--- src/common/dmc_settings.svh ---
`ifndef DMC_SETTINGS_SVH
`define DMC_SETTINGS_SVH

// user address map from low to high is column, bank, row
`define DMC_ADDR_WIDTH     24
`define DMC_COL_WIDTH      10
`define DMC_BANK_WIDTH     3
`define DMC_ROW_WIDTH      11
`define DMC_COL_POS        0
`define DMC_BANK_POS       (`DMC_COL_POS + `DMC_COL_WIDTH)
`define DMC_ROW_POS        (`DMC_BANK_POS + `DMC_BANK_WIDTH)

`define DMC_DFI_ADDR_WIDTH 16
`define DMC_AP_BIT         10      // A10 selects auto-precharge and precharge-all
`define DMC_QUEUE_DEPTH    4
`define DMC_BURST_CYCLES   4
`define DMC_MR0            16'h0033  // burst of 8 with CAS latency 3

// DDR timings in DFI clock cycles
`define DMC_TMRD           2
`define DMC_TRFC           10
`define DMC_TRP            3
`define DMC_TRAS           8
`define DMC_TRRD           2
`define DMC_TRCD           3
`define DMC_TWR            4
`define DMC_TWTR           2
`define DMC_TRTP           2
`define DMC_TCAS           3
`define DMC_TRC            11

`define DMC_TREFI          200
`define DMC_REFI_WIDTH     16
`define DMC_TICK_WIDTH     8
`define DMC_INIT_CMDS      5

`endif

--- src/common/dmc_pkg.sv ---
`include "dmc_settings.svh"

package dmc_pkg;

  // bit 0 selects a read and bit 1 asks for auto-precharge
  typedef enum logic [2:0] {
    WR = 3'b000,
    RD = 3'b001,
    WP = 3'b010,
    RP = 3'b011
  } app_cmd_e;

  // each value is the {cs_n, ras_n, cas_n, we_n} pattern of the command
  typedef enum logic [3:0] {
    LMR      = 4'b0000,
    REF      = 4'b0001,
    PRE      = 4'b0010,
    ACT      = 4'b0011,
    WRITE    = 4'b0100,
    READ     = 4'b0101,
    NOP      = 4'b0111,
    DESELECT = 4'b1111
  } dfi_cmd_e;

  typedef struct packed {
    logic cs_n;
    logic ras_n;
    logic cas_n;
    logic we_n;
  } dfi_pins_s;

  // one word seen either as the command or as the raw pin levels
  typedef union packed {
    dfi_cmd_e  op;
    dfi_pins_s pins;
  } dfi_cmd_u;

  typedef struct packed {
    dfi_cmd_u                       cmd;
    logic [`DMC_BANK_WIDTH-1:0]     ba;
    logic [`DMC_DFI_ADDR_WIDTH-1:0] addr;
  } dfi_cmd_entry_s;

endpackage

--- src/common/dfi_cmd_if.sv ---
`timescale 1ns/10ps

interface dfi_cmd_if;

  logic                    valid;
  logic                    ready;
  dmc_pkg::dfi_cmd_entry_s entry;

  // the source raises valid only while ready is already high
  modport src (
    output valid,
    output entry,
    input  ready
  );

  modport dst (
    input  valid,
    input  entry,
    output ready
  );

endinterface

--- src/logic/dmc_cmd_queue.sv ---
`timescale 1ns/10ps
`include "dmc_settings.svh"

module dmc_cmd_queue (
  input logic    dfi_clk_i,
  input logic    dfi_clk_sync_rst_i,
  dfi_cmd_if.dst enq_if,
  dfi_cmd_if.src deq_if
);

  localparam int depth_lp = `DMC_QUEUE_DEPTH;
  localparam int ptr_w_lp = $clog2(depth_lp);

  dmc_pkg::dfi_cmd_entry_s mem_q [depth_lp];
  logic [ptr_w_lp-1:0]     wptr_q, rptr_q;
  logic [ptr_w_lp:0]       count_q;
  logic                    push;
  logic                    pop;

  assign enq_if.ready = (count_q != depth_lp);
  assign deq_if.valid = (count_q != '0) & deq_if.ready;  // head is offered only once ready
  assign deq_if.entry = mem_q[rptr_q];

  assign push = enq_if.valid & enq_if.ready;
  assign pop  = deq_if.valid & deq_if.ready;

  always_ff @(posedge dfi_clk_i) begin
    if (push) mem_q[wptr_q] <= enq_if.entry;
  end

  always_ff @(posedge dfi_clk_i) begin
    if (dfi_clk_sync_rst_i) begin
      wptr_q  <= '0;
      rptr_q  <= '0;
      count_q <= '0;
    end else begin
      if (push) wptr_q <= (wptr_q == ptr_w_lp'(depth_lp - 1)) ? '0 : wptr_q + 1'b1;
      if (pop)  rptr_q <= (rptr_q == ptr_w_lp'(depth_lp - 1)) ? '0 : rptr_q + 1'b1;
      case ({push, pop})
        2'b10:   count_q <= count_q + 1'b1;
        2'b01:   count_q <= count_q - 1'b1;
        default: ;
      endcase
    end
  end

endmodule

--- src/logic/dmc_top.sv ---
`timescale 1ns/10ps
`include "dmc_settings.svh"

module dmc_top (
  input  logic                           dfi_clk_i,
  input  logic                           dfi_clk_sync_rst_i,
  input  logic                           app_en_i,
  input  dmc_pkg::app_cmd_e              app_cmd_i,
  input  logic [`DMC_ADDR_WIDTH-1:0]     app_addr_i,
  output logic                           app_rdy_o,
  output logic                           init_calib_complete_o,
  output logic                           refresh_in_progress_o,
  output logic                           dfi_cke_o,
  output logic                           dfi_cs_n_o,
  output logic                           dfi_ras_n_o,
  output logic                           dfi_cas_n_o,
  output logic                           dfi_we_n_o,
  output logic [`DMC_BANK_WIDTH-1:0]     dfi_bank_o,
  output logic [`DMC_DFI_ADDR_WIDTH-1:0] dfi_address_o
);

  dfi_cmd_if enq_if ();  // sequencer to queue
  dfi_cmd_if deq_if ();  // queue to scheduler

  dmc_cmd_sequencer u_sequencer (
    .dfi_clk_i             (dfi_clk_i),
    .dfi_clk_sync_rst_i    (dfi_clk_sync_rst_i),
    .app_en_i              (app_en_i),
    .app_cmd_i             (app_cmd_i),
    .app_addr_i            (app_addr_i),
    .app_rdy_o             (app_rdy_o),
    .init_calib_complete_o (init_calib_complete_o),
    .refresh_in_progress_o (refresh_in_progress_o),
    .enq_if                (enq_if.src)
  );

  dmc_cmd_queue u_queue (
    .dfi_clk_i          (dfi_clk_i),
    .dfi_clk_sync_rst_i (dfi_clk_sync_rst_i),
    .enq_if             (enq_if.dst),
    .deq_if             (deq_if.src)
  );

  dmc_issue_scheduler u_scheduler (
    .dfi_clk_i          (dfi_clk_i),
    .dfi_clk_sync_rst_i (dfi_clk_sync_rst_i),
    .deq_if             (deq_if.dst),
    .dfi_cke_o          (dfi_cke_o),
    .dfi_cs_n_o         (dfi_cs_n_o),
    .dfi_ras_n_o        (dfi_ras_n_o),
    .dfi_cas_n_o        (dfi_cas_n_o),
    .dfi_we_n_o         (dfi_we_n_o),
    .dfi_bank_o         (dfi_bank_o),
    .dfi_address_o      (dfi_address_o)
  );

endmodule

--- src/scheduler/dmc_issue_scheduler.sv ---
`timescale 1ns/10ps
`include "dmc_settings.svh"

module dmc_issue_scheduler (
  input  logic                           dfi_clk_i,
  input  logic                           dfi_clk_sync_rst_i,
  dfi_cmd_if.dst                         deq_if,
  output logic                           dfi_cke_o,
  output logic                           dfi_cs_n_o,
  output logic                           dfi_ras_n_o,
  output logic                           dfi_cas_n_o,
  output logic                           dfi_we_n_o,
  output logic [`DMC_BANK_WIDTH-1:0]     dfi_bank_o,
  output logic [`DMC_DFI_ADDR_WIDTH-1:0] dfi_address_o
);

  localparam int tick_w_lp = `DMC_TICK_WIDTH;

  // one saturating counter per kind of last command
  logic [3:0][tick_w_lp-1:0]  tick_q;
  logic [3:0]                 tick_clr;
  logic [tick_w_lp-1:0]       cmd_tick, act_tick, wr_tick, rd_tick;

  dmc_pkg::dfi_cmd_e          next_op, last_op_q;
  logic [`DMC_BANK_WIDTH-1:0] next_ba, last_act_ba_q;
  logic                       last_col_ap_q;
  logic                       last_col_wr_q;
  logic                       last_ok, next_ok;
  logic                       ap_ok, col_ok;
  logic                       pop;

  assign next_op = deq_if.entry.cmd.op;
  assign next_ba = deq_if.entry.ba;

  assign cmd_tick = tick_q[0];
  assign act_tick = tick_q[1];
  assign wr_tick  = tick_q[2];
  assign rd_tick  = tick_q[3];

  assign deq_if.ready = last_ok & next_ok;  // depends on the head only, never on valid
  assign pop          = deq_if.valid & deq_if.ready;

  assign tick_clr = {pop & (next_op == dmc_pkg::READ),
                     pop & (next_op == dmc_pkg::WRITE),
                     pop & (next_op == dmc_pkg::ACT),
                     pop};

  always_ff @(posedge dfi_clk_i) begin
    if (dfi_clk_sync_rst_i) begin
      tick_q <= '1;
    end else begin
      for (int i = 0; i < 4; i++) begin
        if (tick_clr[i])          tick_q[i] <= '0;
        else if (tick_q[i] != '1) tick_q[i] <= tick_q[i] + 1'b1;
      end
    end
  end

  // ~~~~~~~~~~~~~~~~~~~~~~~~~~~~~~~~~~~~~~~~~~~~~~~~~
  // spacing rules

  // an internal precharge after an auto-precharge column must finish first
  assign ap_ok  = !last_col_ap_q ||
                  (last_col_wr_q ? (wr_tick >= `DMC_TWR + `DMC_TRP)
                                 : (rd_tick >= `DMC_TRTP + `DMC_TRP));
  assign col_ok = (wr_tick >= `DMC_BURST_CYCLES) && (rd_tick >= `DMC_BURST_CYCLES);

  always_comb begin
    case (last_op_q)
      dmc_pkg::LMR: last_ok = (cmd_tick >= `DMC_TMRD);
      dmc_pkg::REF: last_ok = (cmd_tick >= `DMC_TRFC);
      dmc_pkg::PRE: last_ok = (cmd_tick >= `DMC_TRP);
      default:      last_ok = 1'b1;
    endcase

    case (next_op)
      dmc_pkg::PRE: begin
        next_ok = (act_tick >= `DMC_TRAS) && (wr_tick >= `DMC_TWR) && (rd_tick >= `DMC_TRTP);
      end
      dmc_pkg::ACT: begin
        // a second ACT to the same bank means a new row there
        next_ok = ap_ok && (act_tick >= `DMC_TRRD) &&
                  ((act_tick >= `DMC_TRC) || (next_ba != last_act_ba_q));
      end
      dmc_pkg::REF:   next_ok = ap_ok;
      dmc_pkg::WRITE: begin
        next_ok = (act_tick >= `DMC_TRCD) && col_ok &&
                  (rd_tick >= `DMC_TCAS + `DMC_BURST_CYCLES);
      end
      dmc_pkg::READ:  next_ok = (act_tick >= `DMC_TRCD) && col_ok && (wr_tick >= `DMC_TWTR);
      default:        next_ok = 1'b1;
    endcase
  end

  always_ff @(posedge dfi_clk_i) begin
    if (dfi_clk_sync_rst_i) begin
      last_op_q     <= dmc_pkg::NOP;
      last_col_ap_q <= 1'b0;
      last_col_wr_q <= 1'b0;
    end else if (pop) begin
      last_op_q <= next_op;
      if (next_op == dmc_pkg::READ || next_op == dmc_pkg::WRITE) begin
        last_col_ap_q <= deq_if.entry.addr[`DMC_AP_BIT];
        last_col_wr_q <= (next_op == dmc_pkg::WRITE);
      end
    end
  end

  always_ff @(posedge dfi_clk_i) begin
    if (pop && next_op == dmc_pkg::ACT) last_act_ba_q <= next_ba;
  end

  // ~~~~~~~~~~~~~~~~~~~~~~~~~~~~~~~~~~~~~~~~~~~~~~~~~
  // DFI command outputs

  always_ff @(posedge dfi_clk_i) begin
    if (dfi_clk_sync_rst_i) begin
      dfi_cke_o <= 1'b0;
      {dfi_cs_n_o, dfi_ras_n_o, dfi_cas_n_o, dfi_we_n_o} <= dmc_pkg::DESELECT;
    end else begin
      dfi_cke_o <= 1'b1;
      if (pop) {dfi_cs_n_o, dfi_ras_n_o, dfi_cas_n_o, dfi_we_n_o} <= deq_if.entry.cmd.pins;
      else     {dfi_cs_n_o, dfi_ras_n_o, dfi_cas_n_o, dfi_we_n_o} <= dmc_pkg::DESELECT;
    end
  end

  always_ff @(posedge dfi_clk_i) begin
    if (pop) begin
      dfi_bank_o    <= deq_if.entry.ba;
      dfi_address_o <= deq_if.entry.addr;
    end
  end

endmodule

--- src/sequencer/dmc_cmd_sequencer.sv ---
`timescale 1ns/10ps
`include "dmc_settings.svh"

module dmc_cmd_sequencer (
  input  logic                       dfi_clk_i,
  input  logic                       dfi_clk_sync_rst_i,
  input  logic                       app_en_i,
  input  dmc_pkg::app_cmd_e          app_cmd_i,
  input  logic [`DMC_ADDR_WIDTH-1:0] app_addr_i,
  output logic                       app_rdy_o,
  output logic                       init_calib_complete_o,
  output logic                       refresh_in_progress_o,
  dfi_cmd_if.src                     enq_if
);

  localparam int num_banks_lp = 1 << `DMC_BANK_WIDTH;
  localparam int step_w_lp    = $clog2(`DMC_INIT_CMDS);

  typedef enum logic [1:0] {IDLE, INIT, REFR, LDST} state_e;

  state_e                     state_q, state_d;
  logic                       push;
  logic                       accept;
  logic                       init_done_q;
  logic [step_w_lp-1:0]       step_q;       // entries still to push in this state, minus one
  logic [`DMC_REFI_WIDTH-1:0] refi_cnt_q;
  logic                       refr_req_q;
  logic                       refr_ack;

  logic [`DMC_COL_WIDTH-1:0]  app_col, req_col_q;
  logic [`DMC_BANK_WIDTH-1:0] app_bank, req_bank_q;
  logic [`DMC_ROW_WIDTH-1:0]  app_row, req_row_q;
  logic                       req_rd_q;
  logic                       req_ap_q;
  logic                       app_open;
  logic                       app_hit;

  logic [num_banks_lp-1:0]    open_bank_q;
  logic [`DMC_ROW_WIDTH-1:0]  open_row_q [num_banks_lp];

  dmc_pkg::dfi_cmd_entry_s    entry;

  assign app_col  = app_addr_i[`DMC_COL_POS +: `DMC_COL_WIDTH];
  assign app_bank = app_addr_i[`DMC_BANK_POS +: `DMC_BANK_WIDTH];
  assign app_row  = app_addr_i[`DMC_ROW_POS +: `DMC_ROW_WIDTH];

  assign app_open = open_bank_q[app_bank];
  assign app_hit  = app_open && (open_row_q[app_bank] == app_row);

  assign app_rdy_o = (state_q == IDLE) & init_done_q & ~refr_req_q;
  assign accept    = app_en_i & app_rdy_o;
  assign push      = (state_q != IDLE) & enq_if.ready;  // valid only follows ready

  assign enq_if.valid = push;
  assign enq_if.entry = entry;

  assign init_calib_complete_o = init_done_q;
  assign refresh_in_progress_o = (state_q == REFR);
  assign refr_ack = (state_q == REFR) & push & (step_q == '0);

  // ~~~~~~~~~~~~~~~~~~~~~~~~~~~~~~~~~~~~~~~~~~~~~~~~~
  // state machine and step counter

  always_comb begin
    state_d = state_q;
    case (state_q)
      IDLE: begin
        if (!init_done_q)    state_d = INIT;
        else if (refr_req_q) state_d = REFR;
        else if (accept)     state_d = LDST;
      end
      default: if (push && step_q == '0) state_d = IDLE;
    endcase
  end

  always_ff @(posedge dfi_clk_i) begin
    if (dfi_clk_sync_rst_i) begin
      state_q     <= IDLE;
      step_q      <= '0;
      init_done_q <= 1'b0;
    end else begin
      state_q <= state_d;
      if (state_q == IDLE) begin
        if (state_d == INIT)      step_q <= step_w_lp'(`DMC_INIT_CMDS - 1);
        else if (state_d == REFR) step_q <= step_w_lp'(|open_bank_q);  // PRE-all first
        else if (state_d == LDST) step_q <= app_hit ? 'd0 : (app_open ? 'd2 : 'd1);
      end else if (push && step_q != '0) begin
        step_q <= step_q - 1'b1;
      end
      if (state_q == INIT && push && step_q == '0) init_done_q <= 1'b1;
    end
  end

  always_ff @(posedge dfi_clk_i) begin
    if (accept) begin
      req_col_q  <= app_col;
      req_bank_q <= app_bank;
      req_row_q  <= app_row;
      req_rd_q   <= app_cmd_i[0];
      req_ap_q   <= app_cmd_i[1];
    end
  end

  // the interval keeps running while a request waits for its REF
  always_ff @(posedge dfi_clk_i) begin
    if (dfi_clk_sync_rst_i) begin
      refi_cnt_q <= '0;
      refr_req_q <= 1'b0;
    end else if (init_done_q) begin
      if (refi_cnt_q == `DMC_TREFI) begin
        refi_cnt_q <= '0;
        refr_req_q <= 1'b1;
      end else begin
        refi_cnt_q <= refi_cnt_q + 1'b1;
        if (refr_ack) refr_req_q <= 1'b0;
      end
    end
  end

  // ~~~~~~~~~~~~~~~~~~~~~~~~~~~~~~~~~~~~~~~~~~~~~~~~~
  // entry for the current step

  always_comb begin
    entry = '0;
    entry.cmd.op = dmc_pkg::DESELECT;
    case (state_q)
      INIT: begin
        case (step_q)
          'd4: begin
            entry.cmd.op = dmc_pkg::PRE;
            entry.addr[`DMC_AP_BIT] = 1'b1;
          end
          'd3, 'd2: entry.cmd.op = dmc_pkg::REF;
          'd1: begin
            entry.cmd.op = dmc_pkg::LMR;
            entry.addr   = `DMC_MR0;
          end
          default: begin
            entry.cmd.op = dmc_pkg::LMR;  // extended mode register, all defaults
            entry.ba     = 'd2;
          end
        endcase
      end
      REFR: begin
        if (step_q != '0) begin
          entry.cmd.op = dmc_pkg::PRE;
          entry.addr[`DMC_AP_BIT] = 1'b1;
        end else begin
          entry.cmd.op = dmc_pkg::REF;
        end
      end
      LDST: begin
        entry.ba = req_bank_q;
        case (step_q)
          'd2: entry.cmd.op = dmc_pkg::PRE;  // A10 low closes this bank only
          'd1: begin
            entry.cmd.op = dmc_pkg::ACT;
            entry.addr[`DMC_ROW_WIDTH-1:0] = req_row_q;
          end
          default: begin
            entry.cmd.op = req_rd_q ? dmc_pkg::READ : dmc_pkg::WRITE;
            entry.addr[`DMC_COL_WIDTH-1:0] = req_col_q;
            entry.addr[`DMC_AP_BIT] = req_ap_q;
          end
        endcase
      end
      default: ;
    endcase
  end

  // open-row table follows every pushed entry
  always_ff @(posedge dfi_clk_i) begin
    if (dfi_clk_sync_rst_i) begin
      open_bank_q <= '0;
    end else if (push) begin
      case (entry.cmd.op)
        dmc_pkg::ACT: open_bank_q[entry.ba] <= 1'b1;
        dmc_pkg::PRE: begin
          if (entry.addr[`DMC_AP_BIT]) open_bank_q <= '0;
          else                         open_bank_q[entry.ba] <= 1'b0;
        end
        dmc_pkg::READ, dmc_pkg::WRITE: begin
          if (entry.addr[`DMC_AP_BIT]) open_bank_q[entry.ba] <= 1'b0;
        end
        default: ;
      endcase
    end
  end

  always_ff @(posedge dfi_clk_i) begin
    if (push && entry.cmd.op == dmc_pkg::ACT) begin
      open_row_q[entry.ba] <= entry.addr[`DMC_ROW_WIDTH-1:0];
    end
  end

endmodule
--- config.mk ---
export PLATFORM = sky130hd
export DESIGN_NAME = dmc_top
export DESIGN_NICKNAME = d
export VERILOG_FILES = /design/src/common/dmc_pkg.sv /design/src/common/dfi_cmd_if.sv /design/src/logic/dmc_cmd_queue.sv /design/src/logic/dmc_top.sv /design/src/scheduler/dmc_issue_scheduler.sv /design/src/sequencer/dmc_cmd_sequencer.sv
export VERILOG_INCLUDE_DIRS = /design/src /design/src/common
export SDC_FILE = /design/constraint.sdc
export NUM_CORES = 1
export LEC_CHECK = 0
export BUFFER_PORTS_ARGS = -buffer_cell sky130_fd_sc_hd__clkbuf_2
export CAP_MARGIN = 40
export CORE_UTILIZATION = 40
export DETAILED_ROUTE_END_ITERATION = 12
export PLACE_DENSITY = 0.64
export SYNTH_ARGS = -nofsm -noshare
export SYNTH_HDL_FRONTEND = slang
export SYNTH_SLANG_ARGS = --single-unit
--- constraint.sdc ---
create_clock -name dfi_clk_i -period 9.6 [get_ports dfi_clk_i]
set_clock_uncertainty 0.15 [all_clocks]
set_input_delay 2.88 -clock dfi_clk_i [delete_from_list [all_inputs] [get_ports dfi_clk_i]]
set_output_delay 2.88 -clock dfi_clk_i [all_outputs]
set_load 0.1 [all_outputs]
==> flow_metrics.env, run 1 <==
export IMPL_antenna_found_initial=0
export IMPL_tns_ns=0
export IMPL_synth_most_common_cell="edfxtp_1"
export IMPL_io_buffers=50
export IMPL_cp_start_kind="flop"
export IMPL_critical_path_class="reg -> out"
export IMPL_die_h_um=175.5
export IMPL_ctsHtreeMaxLevel=1
export IMPL_p_leak_nw=4.863
export IMPL_ys_seq_area_frac=0.6440
export IMPL_cts_tree="yes"
export IMPL_cp_required_ns=6.57
export IMPL_holdPathStages=2
export IMPL_wirelength_mm=24.13
export IMPL_regToRegSetupSlack_ns=4.88
export IMPL_synth_area_leaders="edfxtp_1 (51%), dfxtp_1 (14%), mux4_2 (7.9%)"
export IMPL_synth_cell_types=69
export IMPL_antenna_cells=0
export IMPL_hold_ws_ns=0.3117
export IMPL_power_density_nw_per_um2=292.5
export IMPL_synth_commonest_cells="edfxtp_1 (203), dfxtp_1 (83), nor2_1 (73)"
export IMPL_drc=0
export IMPL_outcome="finished clean"
export IMPL_cts_buffer_depth=3
export IMPL_synth_compound_area_frac=0.07769
export IMPL_die_x_um=175.5
export IMPL_vias=7224
export IMPL_antenna_left=0
export IMPL_yosys_warnings=0
export IMPL_slew_viol_final=0
export IMPL_first_pass_iters=5
export IMPL_worstRegToRegCells=13
export IMPL_crit_fanout=16
export IMPL_synthesis_area_um2=12050
export IMPL_post_cts_setup_buffer_count=0
export IMPL_critPathCaptureType="output port"
export IMPL_worstMarginPinSlew_ns=0.9356
export IMPL_post_drt_wl_per_cell_um=17.85
export IMPL_fin_nets=991
export IMPL_max_clock_freq_mhz=182.3
export IMPL_clock_latency_ns=0.55
export IMPL_core_um2=29640
export IMPL_cts_root_buf="clkbuf_16"
export IMPL_worstHoldStart="u_scheduler.last_op_q[3]"
export IMPL_slew_headroom=0.3664
export IMPL_cts_made_buffers=30
export IMPL_synth_cells=867
export IMPL_synth_flop_cell="edfxtp_1"
export IMPL_drtIter0Drc=544
export IMPL_viasPerCell=5.343
export IMPL_grt_start_max_net_pins=29
export IMPL_synth_edf_count=203
export IMPL_gp_congestion=0.7935
export IMPL_track_usage=0.1592
export IMPL_hold_buffers=0
export IMPL_start_util=0.4065
export IMPL_grt_ovfl_total=0
export IMPL_whs_endpoint="u_scheduler.last_op_q[3]"
export IMPL_yosysTopAreaCellShare=0.5060
export IMPL_cts_clk_slew_worst_paths_ns=0.07
export IMPL_avgSynthCellArea_um2=13.89
export IMPL_grt_pass1_vias=7175
export IMPL_dp_hpwl_mm=15.90
export IMPL_layout_min_cycle_time_ns=5.484
export IMPL_num_rows=63
export IMPL_ir_drop_mv=0.1392
export IMPL_clock_sinks=286
export IMPL_rr_endpoint="u_queue.count_q[2]"
export IMPL_cts_resized=0
export IMPL_synth_seq_cells=286
export IMPL_max_cap_viol_count=0
export IMPL_hold_violations=0
export IMPL_synth_top_family_by_area="simple AND/OR/NAND/NOR gates"
export IMPL_crit_arrival_ns=2.45
export IMPL_synth_xor_area_frac=0.02981
export IMPL_synthMuxAreaShare=0.09555
export IMPL_synth_simple_area_share=0.1047
export IMPL_area_delta_synth_final_pct=14.89
export IMPL_hp_class="reg -> reg"
export IMPL_drive_gt1_frac=0.1840
export IMPL_setup_viol=0
export IMPL_fin_crit_sh=0.5713
export IMPL_grt_pass1_wl_mm=38.45
export IMPL_synth_adder_area_share=0.02451
export IMPL_yosys_area_top_type="edfxtp_1"
export IMPL_die_area_um2=30810
export IMPL_async_flop_share=0
export IMPL_rsz0062_at_grt="false"
export IMPL_ios=57
[worst max-delay path by stage]
stage	to	cells after the start	from	slack, ns
floorplan	app_rdy_o	3	u_sequencer.init_calib_complete_o	3.75
global placement	u_sequencer.step_q[1]	7	app_addr_i[10]	3.96
detailed placement	u_sequencer.step_q[1]	7	app_addr_i[11]	3.93
CTS	app_rdy_o	4	u_sequencer.state_q[1]	4.11
global route	app_rdy_o	4	u_sequencer.state_q[1]	3.99
finish	app_rdy_o	4	u_sequencer.state_q[1]	4.12
[per-stage QoR]
stage / setup WS (ns) / instances / instance area, µm² / util / total power, mW
3_5_place_dp: 3.929 / 1296 / 12870 / 0.4343 / 2.952
2_1_floorplan: 3.753 / 871 / 12060 / - / 2.659
3_3_place_gp: 3.956 / 1288 / 12730 / 0.4295 / 2.884
5_1_grt: 3.989 / 1352 / 13840 / 0.4670 / 4.259
4_1_cts: 4.105 / 1352 / 13840 / 0.4670 / 4.085
6_report: 4.116 / 1352 / 13840 / 0.4670 / 4.048
[critical path: stages (launching register included)]
cell and delay [ns]:
dfxtp_1 0.64, clkinv_1 0.47, nand3_1 0.30, nor2_1 0.11, clkbuf_2 0.38
[metal layers]
layer  part of all wire  track usage
met2               0.48       0.2664
met5                  0            0
met4              0.026      0.04928
met1               0.46       0.2158
met3              0.033      0.02056
[cells by family (layout without fill, tap and decap cells)]
kind of cell	after synthesis	after routing
AOI/OAI and AO/OA	133	133
xor gates and xnor gates	41	41
adders and majority gates	23	23
buffers and inverters	66	157
DFF	286	286
muxes	62	62
other	1	5
and+or+nand+nor	255	255
[power by group]
part           internal [mW]  switching (mW)
logic                  0.400           0.837
registers               1.55           0.128
clock network          0.670           0.460
total                   2.62            1.42
[registers in the layout, summed over array words and instances, names as in the netlist, 4 cells and up, named ones only]
signal,cells
u_sequencer.open_bank_q,8
u_scheduler.wr_tick,8
u_scheduler.last_op_q,4
u_sequencer.refi_cnt_q,16
u_scheduler.cmd_tick,8
u_sequencer.req_col_q,10
u_queue.mem_q,72
u_sequencer.req_row_q,11
u_scheduler.dfi_address_o,11
u_scheduler.act_tick,8
u_sequencer.open_row_q,88
u_scheduler.rd_tick,8
[layout by cell type (no fill, tap or decap), types with 4 or more instances in the layout]
| cell type | n |
|---|---|
| buf_4 | 15 |
| nor2b_1 | 8 |
| edfxtp_1 | 203 |
| or3_1 | 6 |
| a31oi_1 | 7 |
| nand2_1 | 53 |
| nand3_1 | 37 |
| ha_1 | 22 |
| xnor2_1 | 14 |
| mux4_2 | 42 |
| a31o_2 | 8 |
| nor4_1 | 9 |
| nor2_1 | 73 |
| conb_1 | 5 |
| clkinv_2 | 4 |
| inv_1 | 27 |
| o21ai_1 | 12 |
| and4_1 | 4 |
| and3_1 | 12 |
| a22oi_1 | 5 |
| dfxtp_1 | 83 |
| clkbuf_16 | 31 |
| clkinv_1 | 8 |
| xor2_1 | 27 |
| mux2i_1 | 19 |
| o21a_1 | 4 |
| a21oi_1 | 19 |
| clkbuf_2 | 50 |
| nand4_1 | 10 |
| o21ai_0 | 36 |
| clkbuf_1 | 8 |
| or2_2 | 4 |
| a22o_1 | 6 |
| or4_1 | 5 |
| o31ai_1 | 8 |
| nand2b_1 | 10 |
| nor3_1 | 12 |
[cell type report]
cell class / instances / area (µm²)
Sequential cell: 286 / 7757
Timing Repair Buffer: 72 / 495.5
Clock buffer: 39 / 805.8
Clock inverter: 17 / 163.9
Tap cell: 390 / 488.0
Fill cell: 2593 / 15800
Multi-Input combinational cell: 519 / 4021
Inverter: 29 / 108.9
No activity file was read; power rests on OpenSTA's default activity.
==> run 2: changes to the inputs <==
- clock period: 9.6 -> 5.7 ns (I/O delays scaled with it)
==> flow_metrics.env, run 2 (synthesized netlist as in run 1, its figures left out) <==
export IMPL_outcome="finished clean"
export IMPL_setup_slack_ns=1.432
export IMPL_vias=7108
export IMPL_top_register="u_sequencer.open_row_q"
export IMPL_num_rows=63
export IMPL_die_x_um=175.5
export IMPL_p_leak_nw=4.872
export IMPL_hold_violations=0
export IMPL_cp_required_ns=3.84
export IMPL_path_delay_family="buffers and inverters"
export IMPL_antenna_found_initial=1
export IMPL_grt_ovfl_total=0
export IMPL_antenna_left=0
export IMPL_viasPerCell=5.257
export IMPL_start_util=0.4065
export IMPL_clock_sinks=286
export IMPL_die_area_um2=30810
export IMPL_core_um2=29640
export IMPL_track_usage=0.1578
export IMPL_slew_viol_final=0
export IMPL_hold_buffers=0
export IMPL_cts_made_buffers=29
export IMPL_reg_top3="u_sequencer.open_row_q (88), u_queue.mem_q (72), u_sequencer.refi_cnt_q (16)"
export IMPL_critPathCaptureType="output port"
export IMPL_first_pass_iters=5
export IMPL_fin_util=0.4664
export IMPL_ir_drop_mv=0.2692
export IMPL_final_common_cell="edfxtp_1"
export IMPL_largest_reg_flops=88
export IMPL_max_clock_freq_mhz=234.3
export IMPL_hp_class="reg -> reg"
export IMPL_crit_fanout=16
export IMPL_cp_slowest_cell="dfxtp_1"
export IMPL_area_delta_synth_final_pct=14.76
export IMPL_setup_viol=0
export IMPL_die_h_um=175.5
export IMPL_clock_latency_ns=0.55
export IMPL_fin_nets=992
export IMPL_p_sw_frac=0.3480
export IMPL_dp_hpwl_mm=16.10
export IMPL_layout_min_cycle_time_ns=4.268
export IMPL_drive_gt1_frac=0.1863
export IMPL_power_density_nw_per_um2=492.3
export IMPL_cts_buffer_depth=3
export IMPL_post_cts_setup_buffer_count=0
export IMPL_pwr_share_clk=0.285
export IMPL_slowest_delay_ns=0.64
export IMPL_cts_clk_slew_worst_paths_ns=0.06
export IMPL_ctsHtreeMaxLevel=1
export IMPL_critical_path_class="reg -> out"
export IMPL_cp_start_kind="flop"
export IMPL_ios=57
export IMPL_cts_resized=0
export IMPL_gp_congestion=0.7796
export IMPL_fin_crit_sh=0.7488
export IMPL_worstMarginPinSlew_ns=0.9437
export IMPL_max_cap_viol_count=0
export IMPL_path_cells="clkinv_1 > nand3_1 > nor2_1 > clkbuf_2"
export IMPL_p_comb_frac=0.297
export IMPL_slew_headroom=0.3609
export IMPL_drc=0
export IMPL_crit_arrival_ns=2.41
export IMPL_p_seq_frac=0.418
export IMPL_post_drt_wl_per_cell_um=17.46
export IMPL_tns_ns=0
export IMPL_layout_common_cells="edfxtp_1 (203), dfxtp_1 (83), nor2_1 (73)"
export IMPL_rsz0062_at_grt="false"
export IMPL_cts_root_buf="clkbuf_16"
export IMPL_grt_pass1_wl_mm=38.18
export IMPL_drtIter0Drc=415
export IMPL_switchingPower_mw=2.368
export IMPL_pre_cts_ws_ns=1.390
export IMPL_cts_tree="yes"
export IMPL_p_int_mw=4.437
export IMPL_wirelength_mm=23.60
export IMPL_grt_pass1_vias=6983
export IMPL_grt_start_max_net_pins=38
export IMPL_io_buffers=50
export IMPL_cp_buffers_inverters=2
[run 2: cell types whose count changed in the layout (fill, tap and decap cells not counted), moves of 2 or more]
cell | before | now
buf_16 | 3 | 0
buf_4 | 15 | 17
buf_6 | 0 | 4
bufinv_16 | 3 | 5
clkbuf_16 | 31 | 29
clkbuf_8 | 0 | 2
clkinv_1 | 8 | 5
clkinvlp_4 | 3 | 0
[run 2: power groups by stage]
stage                     clock [mW]  sequential (mW)  combinational, mW
after floorplan                    0             3.27               1.21
after global placement             0             2.88               1.99
after detailed placement           0             2.89               2.03
after CTS                       1.98             2.85               2.04
after global routing            2.06             2.89               2.21
final                           1.94             2.85               2.02
[run 2: per-stage QoR]
step / power (mW) / hold WS [ns] / instance area, µm² / cells
after global placement: 4.874 / 0.3001 / 12750 / 1291
after floorplan: 4.479 / 0.2847 / 12060 / 871
final: 6.806 / 0.3121 / 13820 / 1352
after detailed placement: 4.923 / 0.3002 / 12840 / 1298
after global routing: 7.162 / 0.3566 / 13820 / 1351
after CTS: 6.872 / 0.3158 / 13820 / 1351
[run 2: routing by layer]
layer	part of all wire	global-route usage	wire length [µm]	vias to the layer above
met5	0	0	0	-
met4	0.019	0.04094	456	0
met3	0.038	0.02403	891	30
met2	0.48	0.2579	11380	120
met1	0.46	0.2199	10880	3526
li1	-	-	-	3432
[run 2: worst paths after layout]
kind                                  from                        to  slack (ns)  cells past startpoint
hold / removal    u_scheduler.last_op_q[3]  u_scheduler.last_op_q[3]        0.31                      2
hold reg to reg   u_scheduler.last_op_q[3]  u_scheduler.last_op_q[3]        0.31                      2
setup / recovery    u_sequencer.state_q[1]                 app_rdy_o        1.43                      4
setup reg to reg                      flop        u_queue.count_q[2]        1.70                     12
[run 2: final cells by class]
| type | instances | area [µm²] |
|---|---|---|
| well taps | 390 | 488.0 |
| clock buffers | 39 | 783.3 |
| repair buffers | 74 | 467.9 |
| flip-flops and latches | 286 | 7757 |
| multi-input cells | 519 | 4021 |
| fillers | 2629 | 15810 |
| diodes | 1 | 2.502 |
| clock inverters | 14 | 195.2 |
| inverters | 29 | 108.9 |
[run 2: tightest hold or removal path: stages, from the launching register on]
cell	delay, ns
dfxtp_1	0.31
nand2_1	0.05
mux2i_1	0.05
